[config.mk]
export PLATFORM = sky130hd
export DESIGN_NAME = cache_ctrl
export DESIGN_NICKNAME = d
export VERILOG_FILES = /design/src/cache_pkg.sv /design/src/cache_ctrl.sv
export SDC_FILE = /design/constraint.sdc
export NUM_CORES = 1
export LEC_CHECK = 0
export BUFFER_PORTS_ARGS = -buffer_cell sky130_fd_sc_hd__buf_4
export CAP_MARGIN = 10
export CORE_AREA = 2 2 268 270
export CTS_BUF_LIST = sky130_fd_sc_hd__clkbuf_8 sky130_fd_sc_hd__clkbuf_16
export DETAILED_ROUTE_END_ITERATION = 16
export DIE_AREA = 0 0 270 272
export GPL_TIMING_DRIVEN = 0
export PLACE_DENSITY = 0.31
export REMOVE_ABC_BUFFERS = 1
export SYNTH_ARGS = -nofsm -noshare
export SYNTH_HDL_FRONTEND = slang
export SYNTH_SLANG_ARGS = --single-unit
[constraint.sdc]
create_clock -name clk -period 3.4 [get_ports clk]
set_input_delay 0.68 -clock clk [delete_from_list [all_inputs] [get_ports clk]]
set_output_delay 0.68 -clock clk [all_outputs]
set_load 0.01 [all_outputs]
[src/cache_pkg.sv]
package cache_pkg;

    // Cache geometry
    localparam int ADDR_W = 32;
    localparam int WORD_W = 32;
    localparam int WORDS_PER_LINE = 4;
    localparam int OFFSET_BITS = 4;

    // LRU is a single bit per set, so this stays at two
    localparam int NUM_WAYS = 2;

    // --------------------
    // Shared types
    // --------------------
    typedef logic [ADDR_W-1:0] addr_t;
    typedef logic [WORD_W-1:0] word_t;
    typedef logic [WORD_W/8-1:0] strb_t;

    // Word 0 sits in the low bits
    typedef logic [WORD_W*WORDS_PER_LINE-1:0] line_t;

    typedef logic [$clog2(NUM_WAYS)-1:0] way_t;

endpackage

[src/cache_ctrl.sv]
module cache_ctrl #(
    parameter int INDEX_BITS = 4,
    localparam int TAG_W = cache_pkg::ADDR_W - cache_pkg::OFFSET_BITS - INDEX_BITS,
    localparam int SEL_W = $clog2(cache_pkg::WORDS_PER_LINE)
) (
    input  logic                           clk,
    input  logic                           rst,
    input  logic                           req_valid,
    output logic                           req_ready,
    input  cache_pkg::addr_t               req_addr,
    input  logic                           req_write,
    input  cache_pkg::word_t               req_wdata,
    input  cache_pkg::strb_t               req_strb,
    output logic                           resp_valid,
    input  logic                           resp_ready,
    output cache_pkg::word_t               resp_data,
    output logic [INDEX_BITS-1:0]          lookup_index,
    output logic [cache_pkg::NUM_WAYS-1:0] fill_way_en,
    output logic [cache_pkg::NUM_WAYS-1:0] word_way_en,
    output logic [TAG_W-1:0]               fill_tag,
    output logic [SEL_W-1:0]               word_sel,
    output cache_pkg::strb_t               word_strb,
    output cache_pkg::word_t               word_data,
    input  logic                           hit,
    input  cache_pkg::way_t                hit_way,
    input  cache_pkg::word_t               hit_word,
    input  cache_pkg::way_t                victim_way,
    input  logic [TAG_W-1:0]               victim_tag,
    input  logic                           victim_dirty,
    input  cache_pkg::line_t               victim_line,
    output logic                           lru_bit,
    output logic                           refill_start,
    output cache_pkg::addr_t               refill_addr,
    output cache_pkg::addr_t               victim_addr,
    output logic                           writeback,
    output cache_pkg::line_t               victim_data,
    input  logic                           fill_valid,
    input  cache_pkg::line_t               fill_line,
    input  logic                           refill_busy
);
    import cache_pkg::*;

    typedef enum logic [2:0] {
        S_IDLE,
        S_LOOKUP,
        S_COMPARE,
        S_WAIT_REFILL,
        S_RESPOND,
        S_DRAIN
    } state_t;

    state_t state;
    state_t state_next;
    addr_t addr_q;
    logic write_q;
    word_t wdata_q;
    strb_t strb_q;
    way_t fill_way_q;
    logic [(1 << INDEX_BITS)-1:0] lru_q;
    logic compare_hit;
    logic fill_done;

    // Request fields, held for the whole transaction
    assign lookup_index = addr_q[OFFSET_BITS +: INDEX_BITS];
    assign fill_tag = addr_q[ADDR_W-1 -: TAG_W];
    assign word_sel = addr_q[OFFSET_BITS-SEL_W +: SEL_W];
    assign word_strb = strb_q;
    assign word_data = wdata_q;

    assign req_ready = state == S_IDLE;
    assign resp_valid = state == S_RESPOND;
    assign lru_bit = lru_q[lookup_index];

    assign compare_hit = state == S_COMPARE && hit;
    assign fill_done = state == S_WAIT_REFILL && fill_valid;

    // --------------------
    // Refill request
    // --------------------
    assign refill_start = state == S_COMPARE && !hit;
    assign refill_addr = {addr_q[ADDR_W-1:OFFSET_BITS], OFFSET_BITS'(0)};
    assign victim_addr = {victim_tag, lookup_index, OFFSET_BITS'(0)};
    assign writeback = victim_dirty;
    assign victim_data = victim_line;

    always_comb begin
        fill_way_en = '0;
        word_way_en = '0;
        if (compare_hit && write_q) begin
            word_way_en[hit_way] = 1'b1;
        end
        // Install and merge in the same cycle
        if (fill_done) begin
            fill_way_en[fill_way_q] = 1'b1;
            word_way_en[fill_way_q] = write_q;
        end
    end

    always_comb begin
        state_next = state;
        case (state)
            S_IDLE: if (req_valid) state_next = S_LOOKUP;
            S_LOOKUP: state_next = S_COMPARE;
            S_COMPARE: state_next = hit ? S_RESPOND : S_WAIT_REFILL;
            S_WAIT_REFILL: if (fill_valid) state_next = S_RESPOND;
            S_RESPOND: if (resp_ready) state_next = refill_busy ? S_DRAIN : S_IDLE;
            S_DRAIN: if (!refill_busy) state_next = S_IDLE;
            default: state_next = S_IDLE;
        endcase
    end

    always_ff @(posedge clk) begin
        if (rst) begin
            state <= S_IDLE;
            lru_q <= '0;
        end else begin
            state <= state_next;
            // LRU points at the way not just used
            if (compare_hit) begin
                lru_q[lookup_index] <= ~hit_way;
            end else if (fill_done) begin
                lru_q[lookup_index] <= ~fill_way_q;
            end
        end
    end

    always_ff @(posedge clk) begin
        if (req_valid && req_ready) begin
            addr_q <= req_addr;
            write_q <= req_write;
            wdata_q <= req_wdata;
            strb_q <= req_strb;
        end
        if (refill_start) begin
            fill_way_q <= victim_way;
        end
        if (compare_hit) begin
            resp_data <= hit_word;
        end else if (fill_done) begin
            resp_data <= fill_line[word_sel*WORD_W +: WORD_W];
        end
    end

endmodule

# ---- After elaboration in Yosys (flattened, before gate mapping)
# Cells that the tools add are included.
dict set report totals {
  reg_bits 121
  output_inout_bits 299
}
dict set report classes {
  order_cmp 6
  n_eq_ne 9
  shift 1
  n_mux 25
  bitwise 2
  n_reduce_logical 12
}
# op n
set op_table {}
lappend op_table {{$shiftx A128 B8 Y32} 1}
lappend op_table {{$mux W32} 2}
lappend op_table {{$bwmux W16} 2}
lappend op_table {{$mux W16} 2}
lappend op_table {{$mux W3} 6}
lappend op_table {{$pmux W3 S6} 1}
lappend op_table {{$logic_and A1 B1 Y1} 8}
lappend op_table {{$eq A3 B2 Y1 const B} 2}
lappend op_table {{$eq A3 B3 Y1 const B} 2}
lappend op_table {{$mux W2} 3}
lappend op_table {{$ne A2 B2 Y1 const B} 3}
lappend op_table {{$lt A4 B5 Y1 const B} 1}
lappend op_table {{$bmux W1 S4} 1}
lappend op_table {{$demux W1 S4} 1}
lappend op_table {{$ge A4 B1 Y1 const B} 1}
lappend op_table {{$lt A1 B2 Y1 const B} 2}
lappend op_table {{$mux W1} 4}
lappend op_table {{$reduce_and A4 Y1} 1}
lappend op_table {{$eq A3 B1 Y1 const B} 1}
lappend op_table {{$logic_not A3 Y1} 1}
lappend op_table {{$bwmux W2} 1}
lappend op_table {{$demux W1 S1} 2}
lappend op_table {{$ge A1 B1 Y1 const B} 2}
lappend op_table {{$ne A2 B1 Y1 const B} 1}
lappend op_table {{other kinds (3)} 4}

# ---- Depth between registers and ports, before layout
# Gate-level depths: netlist of the first run.
dict set report depth {
  word_depth 7
  depth_mapped 7
  mapped_depth_nobuf 4
}

# ---- Least setup slack after synthesis of the first run
# OpenSTA, ideal clock, no wires.
dict set report synth_path {
  path_kind {reg-to-reg}
  from {register state[0]}
  to {register addr_q[10], enable pin}
  arrival_time_ns 2.618
  required_time_ns 2.968
  path_slack_ns 0.350
  stages_incl_launch_ff 5
  path_buffers 2
  synth_period_minus_slack_ns 3.050
  cell_sequence {dfxtp_1 buf_4 clkbuf_1 nor3_1 and2_1}
}
dict set report synth_via {
  elab_chain_len 2
}
# element line
set synth_lines {}
lappend synth_lines {{from (decl)} cache_ctrl.sv:52} ;# state_t state;
lappend synth_lines {{from (signal assigned)} cache_ctrl.sv:117} ;# state <= state_next;
lappend synth_lines {{$logic_not A3 Y1} cache_ctrl.sv:70} ;# assign req_ready = state == S_IDLE;
lappend synth_lines {{net req_ready} cache_ctrl.sv:9} ;# output logic req_ready,
lappend synth_lines {{$logic_and A1 B1 Y1} cache_ctrl.sv:128} ;# if (req_valid && req_ready) begin
lappend synth_lines {{to (signal assigned)} cache_ctrl.sv:129} ;# addr_q <= req_addr;
lappend synth_lines {{to (decl)} cache_ctrl.sv:54} ;# addr_t addr_q;
# The timed path passes the listed nets, and every way through them passes these cells.
# A chain may end at the register's enable or synchronous reset.

# ---- Final worst setup path of the first run
dict set report layout_path {
  from {register state[1]}
  to {output refill_start}
}
dict set report layout_via {
  elab_chain_len 2
}
# element line
set layout_lines {}
lappend layout_lines {{$eq A3 B2 Y1} cache_ctrl.sv:80} ;# assign refill_start = state == S_COMPARE && !hit;
lappend layout_lines {{$logic_and A1 B1 Y1} cache_ctrl.sv:80}
lappend layout_lines {{to (decl)} cache_ctrl.sv:32} ;# output logic refill_start,
# No other way between the ends.

==> flow_summary_export.csv, run 1 <==
group,metric,value,unit
pwr,peakVddDrop,0.2967,mV
synthesis,synth.most_common_cell,"buf_4",
worst_hold_path,hp-class,"input pin to register",
synthesis,postSynthCellCount,507,
worst_setup_path,slowest_stage,"nor3_1",
global_route,groute.usage.overall,14.21,%
worst_setup_path,crit_path_start_kind,"register",
timing,finalCritPeriodShare,93.63,%
pwr,p_per_area,469.2,mW/mm²
clocking,cts_tree,"done",
detailed_routing,detail_route.vias_per_cell,3.156,
clocking,cts_max_level,4,
clocking,cts_buffers,17,
global_route,overflow,0,
global_route,grt_pass1_vias,5276,
synthesis,synth_edf_count,100,
worst_setup_path,critPathRequiredTime,2720,ps
pwr,p_leak,0.003924,µW
place,portBuffers,373,
pwr,power,4729,µW
clocking,clockRootBuffer,"clkbuf_16",
worst_setup_path,crit_family,"simple AND/OR/NAND/NOR gates",
timing,drv_slew,0,
detailed_routing,drc_errors,0,
place,hpwl,44450,µm
timing,slew_headroom,34.53,%
detailed_routing,first_pass_iters,4,
worst_setup_path,crit_type,"register to output pin",
synthesis,netlist_area,0.006842,mm²
floorplan,die_y,272,µm
timing,post-route-min-period,3183,ps
worst_setup_path,worstSetupEndpointType,"output pin",
worst_setup_path,crit_path_max_fanout,12,
floorplan,start_util,9.670,%
global_route,antenna_found_initial,1,
worst_setup_path,slowest_delay,860,ps
synthesis,avgSynthCellArea,13.49,µm²
run,max_cap_viol_count,0,
floorplan,num_rows,98,
clocking,clock_path_buffers,2,
clocking,clk_latency,470,ps
floorplan,io_pins,690,
layout,postLayoutCoreUtil,14.25,%
detailed_routing,first_iter_violations,614,
layout,final_nets,1091,
synthesis,synthArstFlopShare,0,%
floorplan,dieArea,0.07344,mm²
synthesis,synth_ff_type,"edfxtp_1",
layout,syn2layout_area_growth,47.33,%
timing,fmax,314.1,MHz
detailed_routing,antenna_left,0,
synthesis,synth.yosys.seq_area_share,49.45,%
synthesis,ys.warnings.count,0,
synthesis,ys_types,46,
synthesis,ys_ff_latch,119,
timing,tightestPinTransition,974.5,ps
detailed_routing,vias,5245,
worst_setup_path,crit_chain,"nand2b_1 > nor3_1 > buf_4",
worst_setup_path,path_buf_inv,1,
layout,drive_gt1_share,68.54,%
clocking,clk_pin_slew,70,ps
layout,diodes,0,
floorplan,die_x,270,µm
timing,fin_skew,19.39,ps
synthesis,netlist.area_leader.share,43.89,%
worst_setup_path,cp.arrival,2500,ps
global_route,grt_pass1_wl,64550,µm
place,gp_congestion,0.8099,
synthesis,synth.largest_area_cell,"edfxtp_1",
timing,rsz0062_at_grt,"no",
synthesis,netlist_top_cells_area,"edfxtp_1, buf_4, mux4_2, dfxtp_1, mux2_2",
detailed_routing,post_drt_wl_per_cell,31.75,µm
clocking,clkSinkCount,119,
detailed_routing,wl,52760,µm
global_route,grt_max_degree,57,
timing,setup_violations,0,
worst_hold_path,hold_path_depth,1,
floorplan,core_region_area,0.07075,mm²
outcome,status,"completed",
worst_setup_path,cp_num_cells,3,
timing,hold_viol_final,0,
worst_setup_path,reg2reg_depth,4,
synthesis,netlist_top_cells_count,"buf_4, edfxtp_1, mux4_2",
## routing by layer
layer | track usage [%] | wire length [µm] | vias to the layer above | share of wire (%)
li1 | - | - | 2021 | -
met1 | 13.30 | 17980 | 2480 | 34
met2 | 15.55 | 17400 | 673 | 33
met3 | 20.49 | 15390 | 51 | 29
met4 | 4.079 | 831 | 20 | 1.6
met5 | 11.17 | 1162 | - | 2.2
## cell usage in the layout (no fill, tap or decap), types with 2 or more instances in the layout
cell | Yosys | final
mux2i_1 | 12 | 12
o311ai_1 | 2 | 2
dfxtp_1 | 19 | 19
nor2b_1 | 2 | 2
o31ai_1 | 2 | 2
nand2_1 | 23 | 23
and3_1 | 3 | 3
nor2_1 | 8 | 7
nand2b_1 | 5 | 5
buf_4 | 195 | 375
mux2_2 | 32 | 32
mux4_2 | 35 | 35
clkbuf_16 | 0 | 17
inv_1 | 4 | 5
o21ai_1 | 2 | 2
bufinv_16 | 0 | 4
buf_12 | 0 | 3
a21oi_1 | 3 | 3
nand3_1 | 7 | 7
clkinv_1 | 0 | 3
o32ai_1 | 2 | 2
inv_6 | 0 | 2
mux4_1 | 2 | 2
buf_16 | 0 | 4
clkinvlp_4 | 0 | 2
edfxtp_1 | 100 | 100
conb_1 | 1 | 8
nor3_1 | 5 | 5
## worst paths after layout
| kind | from | end | slack (ps) |
|---|---|---|---|
| worst min-delay path | req_wdata[14] | word_data[14] | 390 |
| worst max-delay path | state[1] | refill_start | 220 |
| worst max register to register | addr_q[2] | resp_data[29] | 1050 |
| worst min register to register | lru_q[6] | lru_q[6] | 460 |
## repair_timing
item                       in CTS  in global routing
buffers inserted                0                  3
setup endpoints to repair       0                  1
hold buffers                    0                  0
gates resized for setup         0                  0
## cells by family (layout without fill, tap and decap cells)
| logic type | count (synthesis) | in the layout | share of synthesized area (%) |
|---|---|---|---|
| other | 1 | 8 | 0.05481 |
| AND/OR/NAND/NOR | 64 | 64 | 5.011 |
| buffers and inverters | 220 | 418 | 23.35 |
| flip-flops | 119 | 119 | 49.45 |
| multiplexers | 82 | 82 | 19.51 |
| AO/OA/AOI/OAI | 21 | 21 | 2.615 |
## worst register-to-register path, cell delays in order, from the launching register on
cell,delay [ps]
edfxtp_1,820
buf_16,250
buf_16,190
mux4_2,580
mux2_2,290
## through the flow
stage / std cells / setup WS (ps) / hold slack (ps) / area (µm²) / setup TNS (ps)
6_report: 1662 / 216.7 / 386.2 / 10080 / 0
5_1_grt: 1662 / 94.57 / 330.5 / 10080 / 0
4_1_cts: 1659 / 31.99 / 322.2 / 10040 / 0
3_5_place_dp: 1628 / 570.6 / 446.5 / 9438 / 0
3_3_place_gp: 1622 / -774.7 / 442.5 / 9278 / -76570
2_1_floorplan: 299 / 511.7 / 429.9 / 5289 / 0
## state kept, by name (all words and copies together), names as in the netlist
| signal | flops |
|---|---|
| addr_q | 30 |
| fill_way_q | 1 |
| lru_q | 16 |
| resp_data | 32 |
| state | 3 |
| word_data | 32 |
| word_strb | 4 |
| write_q | 1 |
## report_power, final
| group | total (µW) | switching (µW) | internal (µW) | leakage, µW |
|---|---|---|---|---|
| sequential | 1820 | 87.5 | 1730 | 0.00109 |
| combinational | 925 | 388 | 536 | 0.00254 |
| clock | 1980 | 770 | 1210 | 0.000293 |
## final cells by class
type	count	area, µm²
timing repair buffer	382	2985
clock buffer	17	425.4
inverter	5	18.77
fill	7986	60670
clock inverter	14	181.4
multi-input combinational	175	1897
sequential	119	3383
tap	950	1189
(Power assumes the default switching activity.)
==> run 2: changes to the inputs <==
==> config.mk (replaced) <==
export PLATFORM = sky130hd
export DESIGN_NAME = cache_ctrl
export DESIGN_NICKNAME = d
export VERILOG_FILES = /design/src/cache_pkg.sv /design/src/cache_ctrl.sv
export SDC_FILE = /design/constraint.sdc
export NUM_CORES = 1
export LEC_CHECK = 0
export CAP_MARGIN = 10
export CORE_AREA = 2 2 266 268
export CTS_BUF_LIST = sky130_fd_sc_hd__clkbuf_8 sky130_fd_sc_hd__clkbuf_16
export DETAILED_ROUTE_END_ITERATION = 16
export DIE_AREA = 0 0 268 270
export DONT_BUFFER_PORTS = 1
export GPL_TIMING_DRIVEN = 0
export PLACE_DENSITY = 0.3
export REMOVE_ABC_BUFFERS = 1
export SYNTH_ARGS = -nofsm -noshare
export SYNTH_HDL_FRONTEND = slang
export SYNTH_SLANG_ARGS = --single-unit
==> flow_summary_export.csv, run 2 (synthesis results as in run 1) <==
group,metric,value,unit
timing,slew_headroom,29.56,%
worst_hold_path,hold_path.startpoint,"rst",
global_route,groute.usage.overall,13.64,%
pwr,p_per_area,577.1,mW/mm²
clocking,cts_tree,"done",
floorplan,num_rows,97,
floorplan,io_pins,690,
timing,rsz0062_at_grt,"no",
place,place_area,0.006625,mm²
worst_setup_path,r2r_start,"state[0]",
detailed_routing,detail_route.vias_per_cell,2.936,
place,hpwl,42380,µm
detailed_routing,drc_errors,0,
outcome,status,"completed",
detailed_routing,vias,3755,
detailed_routing,wl,50030,µm
clocking,cts_buffers,17,
clocking,holdBufCountCts,0,
worst_setup_path,crit_type,"register to output pin",
place,portBuffers,0,
worst_setup_path,slowest_stage,"edfxtp_1",
pwr,intPower,2908,µW
pwr,p_switching,1244,µW
floorplan,die_y,270,µm
worst_setup_path,worstSetupEndpointType,"output pin",
pwr,peakVddDrop,0.3208,mV
worst_setup_path,crit_family,"multiplexers",
global_route,overflow,0,
floorplan,start_util,9.838,%
worst_hold_path,hp-class,"input pin to register",
clocking,clk_pin_slew,70,ps
worst_hold_path,worstHoldEndpoint,"state[0]",
timing,fin_skew,17.85,ps
pwr,swShare,29.97,%
worst_setup_path,path_buf_inv,0,
worst_hold_path,hold_path_depth,1,
clocking,postCtsResizedCells,0,
pwr,p_clk_share,44.0,%
clocking,clkSinkCount,119,
pwr,seq_power_share,46.1,%
global_route,grt_pass1_vias,3805,
clocking,cts_max_level,4,
detailed_routing,first_pass_iters,4,
worst_setup_path,r2r_slack,960,ps
pwr,p_leak,0.002089,µW
worst_setup_path,critPathRequiredTime,2720,ps
pwr,power,4152,µW
layout,drive_gt1_share,34.91,%
floorplan,dieArea,0.07236,mm²
timing,finalSetupTns,0,ps
global_route,grt_max_degree,66,
detailed_routing,antenna_left,0,
layout,final_nets,716,
layout,postLayoutCoreUtil,10.35,%
place,gp_congestion,0.8406,
run,max_cap_viol_count,0,
layout,layout_commonest_cell,"edfxtp_1",
detailed_routing,first_iter_violations,362,
detailed_routing,post_drt_wl_per_cell,39.11,µm
clocking,clockRootBuffer,"clkbuf_16",
worst_setup_path,crit_path_max_fanout,11,
worst_setup_path,crit_chain,"mux4_1 > mux4_2",
worst_setup_path,slowest_delay,820,ps
timing,post-route-min-period,3199,ps
worst_setup_path,crit_path_start_kind,"register",
pwr,power_frac_comb,9.9,%
timing,setup_violations,0,
worst_setup_path,timing.rr.end,"write_q",
timing,finalCritPeriodShare,94.09,%
layout,fin_area,0.007194,mm²
timing,tightestPinTransition,1048,ps
global_route,antenna_found_initial,8,
clocking,clk_latency,470,ps
floorplan,die_x,268,µm
worst_setup_path,reg2reg_depth,3,
layout,syn2layout_area_growth,5.157,%
global_route,grt_pass1_wl,58180,µm
floorplan,core_region_area,0.06954,mm²
timing,drv_slew,0,
worst_setup_path,cp.arrival,2520,ps
timing,hold_viol_final,0,
timing,fmax,312.6,MHz
layout,layout_common_cells,"edfxtp_1, mux4_2, mux2_2, nand2_1, dfxtp_1",
clocking,clock_path_buffers,2,
==> run 2: worst register-to-register path, cell delays in order, from the launching register on <==
cell     delay (ps)
dfxtp_1         480
nor3_1          880
and2_4          350
buf_16          260
==> run 2: power by group through the flow <==
stage | Combinational [µW] | Clock (µW) | Sequential [µW]
after CTS | 424 | 1950 | 1920
after global routing | 449 | 1990 | 1930
final | 412 | 1830 | 1910
after detailed placement | 420 | 0 | 1950
after floorplan | 267 | 0 | 1930
after global placement | 356 | 0 | 1990
==> run 2: worst max-delay path by stage <==
stage | startpoint | end | slack (ps) | cells past startpoint
6_report | addr_q[4] | lru_bit | 200 | 2
3_3_place_gp | state[0] | addr_q[6] | -1050 | 2
4_1_cts | addr_q[4] | lru_bit | 70 | 2
2_1_floorplan | state[0] | addr_q[10] | 510 | 2
3_5_place_dp | addr_q[4] | lru_bit | 510 | 2
5_1_grt | addr_q[4] | lru_bit | 50 | 2
==> run 2: stage by stage <==
step                      hold WS (ps)  setup slack, ps  instances
after floorplan                  429.9            511.7        299
after global placement           449.1            -1048       1239
after detailed placement         450.4            510.4       1245
after CTS                        202.1            71.74       1278
after global routing             230.2            46.17       1278
final                            282.1            201.1       1279
==> run 2: repair_timing <==
action                                 4_1_cts  5_1_grt
setup buffers                                1        0
endpoints found under the hold margin        0        0
setup endpoints to repair                    1        0
==> run 2: final cells by class <==
class,count,area [µm²]
Clock inverter,15,133.9
Timing Repair Buffer,7,157.7
Multi-Input combinational cell,175,1897
Inverter,5,18.77
Sequential cell,119,3383
Tap cell,940,1176
Clock buffer,17,425.4
Fill cell,7853,62350
Antenna cell,1,2.502
==> run 2: per-layer routing <==
metal	vias to the layer above	wire length, µm	part of all wire (%)	track usage (%)
li1	1281	-	-	-
met3	66	16700	33	21.33
met1	1708	15270	31	12.18
met2	680	16290	33	14.74
met4	20	806	1.6	3.528
met5	-	970	1.9	9.662
==> run 3: changes to the inputs <==
--- a/config.mk
+++ b/config.mk
@@ -6,10 +6,12 @@
 export NUM_CORES = 1
 export LEC_CHECK = 0
 export CAP_MARGIN = 10
-export CORE_AREA = 2 2 266 268
+export CELL_PAD_IN_SITES_DETAIL_PLACEMENT = 0
+export CELL_PAD_IN_SITES_GLOBAL_PLACEMENT = 1
+export CORE_AREA = 2 2 269 271
 export CTS_BUF_LIST = sky130_fd_sc_hd__clkbuf_8 sky130_fd_sc_hd__clkbuf_16
 export DETAILED_ROUTE_END_ITERATION = 16
-export DIE_AREA = 0 0 268 270
+export DIE_AREA = 0 0 271 273
 export DONT_BUFFER_PORTS = 1
 export GPL_TIMING_DRIVEN = 0
 export PLACE_DENSITY = 0.3
==> flow_summary_export.csv, run 3 (synthesis results as in run 1) <==
group,metric,value,unit
detailed_routing,met3_length,25310,µm
timing,fin_skew,14.77,ps
floorplan,dieArea,0.07398,mm²
pwr,p_clk_share,45.9,%
clocking,cts_setup_buffers,1,
worst_setup_path,crit_path_max_fanout,11,
timing,hold_viol_final,0,
detailed_routing,top_layer,"met5",
layout,n_fill_cell,8034,
layout,multiInputGateArea,0.001897,mm²
detailed_routing,drc_errors,0,
timing,worst_slack,188.7,ps
clocking,cts_max_level,4,
worst_hold_path,hp-class,"input pin to register",
clocking,cts_buffers,17,
timing,fmax,311.4,MHz
worst_hold_path,hold_path_depth,1,
layout,final_nets,716,
worst_setup_path,r2r_start,"addr_q[2]",
global_route,groute.usage.overall,18.18,%
timing,rsz0062_at_grt,"no",
worst_setup_path,cp.arrival,2530,ps
layout,layout_common_cells,"edfxtp_1, mux4_2, mux2_2, nand2_1, dfxtp_1",
worst_setup_path,crit_chain,"mux4_1 > mux4_2",
detailed_routing,dr_wl_met2,28440,µm
place,gp_congestion,0.9790,
global_route,grt_pass1_vias,4011,
pwr,peakVddDrop,0.3390,mV
clocking,clockRootBuffer,"clkbuf_16",
place,portBuffers,0,
clocking,clk_latency,480,ps
pwr,seq_power_share,44.7,%
global_route,grt_max_degree,65,
detailed_routing,detail_route.vias_per_cell,3.071,
layout,syn2layout_area_growth,6.163,%
worst_setup_path,slowest_stage,"edfxtp_1",
worst_setup_path,critPathRequiredTime,2720,ps
layout,layout_commonest_cell,"edfxtp_1",
global_route,antenna_found_initial,18,
clocking,cts_tree,"done",
pwr,intPower,3114,µW
floorplan,start_util,9.637,%
detailed_routing,drt-met1-wl,12830,µm
timing,post-route-min-period,3211,ps
detailed_routing,first_iter_violations,332,
detailed_routing,antenna_left,0,
detailed_routing,wl,68220,µm
clocking,clk_pin_slew,70,ps
floorplan,num_rows,98,
global_route,grt_pass1_wl,77900,µm
clocking,clkSinkCount,119,
timing,whs,274.7,ps
pwr,p_leak,0.002118,µW
worst_setup_path,crit_type,"register to output pin",
global_route,overflow,0,
detailed_routing,post_drt_wl_per_cell,52.88,µm
timing,slew_headroom,36.58,%
pwr,p_switching,1233,µW
worst_setup_path,r2r_slack,1180,ps
clocking,clock_path_buffers,2,
clocking,holdBufCountCts,0,
detailed_routing,first_pass_iters,6,
layout,drive_gt1_share,34.62,%
floorplan,die_y,273,µm
pwr,p_per_area,598.5,mW/mm²
detailed_routing,vias,3961,
worst_setup_path,crit_path_start_kind,"register",
outcome,status,"completed",
floorplan,io_pins,690,
worst_setup_path,reg2reg_depth,3,
worst_setup_path,crit_start,"addr_q[4]",
timing,setup_violations,0,
place,hpwl,61870,µm
floorplan,die_x,271,µm
worst_setup_path,worstSetupEndpointType,"output pin",
place,pre_cts_ws,490.9,ps
timing,drv_slew,0,
layout,regArea,0.003383,mm²
run,max_cap_viol_count,0,
pwr,power_frac_comb,9.4,%
clocking,postCtsResizedCells,0,
worst_setup_path,slowest_delay,880,ps
pwr,swShare,28.36,%
timing,tightestPinTransition,951.3,ps
floorplan,core_region_area,0.07100,mm²
worst_hold_path,hold_path.startpoint,"rst",
timing,finalCritPeriodShare,94.45,%
==> run 3: cell count changes in the layout (fill, tap and decap cells not counted) <==
cell | previous run | this run
inv_8 | 4 | 0
bufinv_16 | 0 | 3
inv_6 | 5 | 7
clkinv_2 | 1 | 0
clkinvlp_4 | 3 | 2
diode_2 | 1 | 2
inv_1 | 4 | 5
==> run 3: worst max-delay path: cells and delay by family, from the launching register on <==
family / cells / cell delay, ps
flops: 1 / 880
mux: 2 / 1200
==> run 3: power by group through the flow <==
stage               clock network, µW  registers [µW]  logic, µW
floorplan                           0            1930        267
global placement                    0            2020        340
detailed placement                  0            1980        414
CTS                              2080            1950        420
global route                     2130            1960        444
finish                           1990            1940        411
==> run 3: path summary, 6_finish.rpt <==
kind | endpoint
setup / recovery | lru_bit
hold reg to reg | lru_q[0]
setup reg to reg | resp_data[13]
hold / removal | state[2]
==> run 3: final cells by class <==
cell class,instances,area share [%]
Multi-Input combinational cell,175,26.12
Timing Repair Buffer,7,2.171
Tap cell,950,16.37
Inverter,5,0.2584
Clock inverter,15,2.584
Antenna cell,2,0.06891
Sequential cell,119,46.58
Clock buffer,17,5.857
==> run 3: through the flow <==
step / cells / setup TNS (ps) / total power (µW) / util (%) / area [µm²]
3_5_place_dp: 1255 / 0 / 2390 / 9.349 / 6638
5_1_grt: 1290 / 0 / 4533 / 10.23 / 7263
6_report: 1290 / 0 / 4347 / 10.23 / 7263
2_1_floorplan: 299 / 0 / 2195 / - / 5289
4_1_cts: 1288 / 0 / 4447 / 10.22 / 7258
3_3_place_gp: 1249 / -63200 / 2357 / 9.124 / 6477
==> run 3: layer usage <==
metal	global-route usage (%)	vias to the layer above
met2	26.50	830
li1	-	1278
met1	10.08	1778
met4	3.475	14
met5	6.868	-
met3	31.01	61
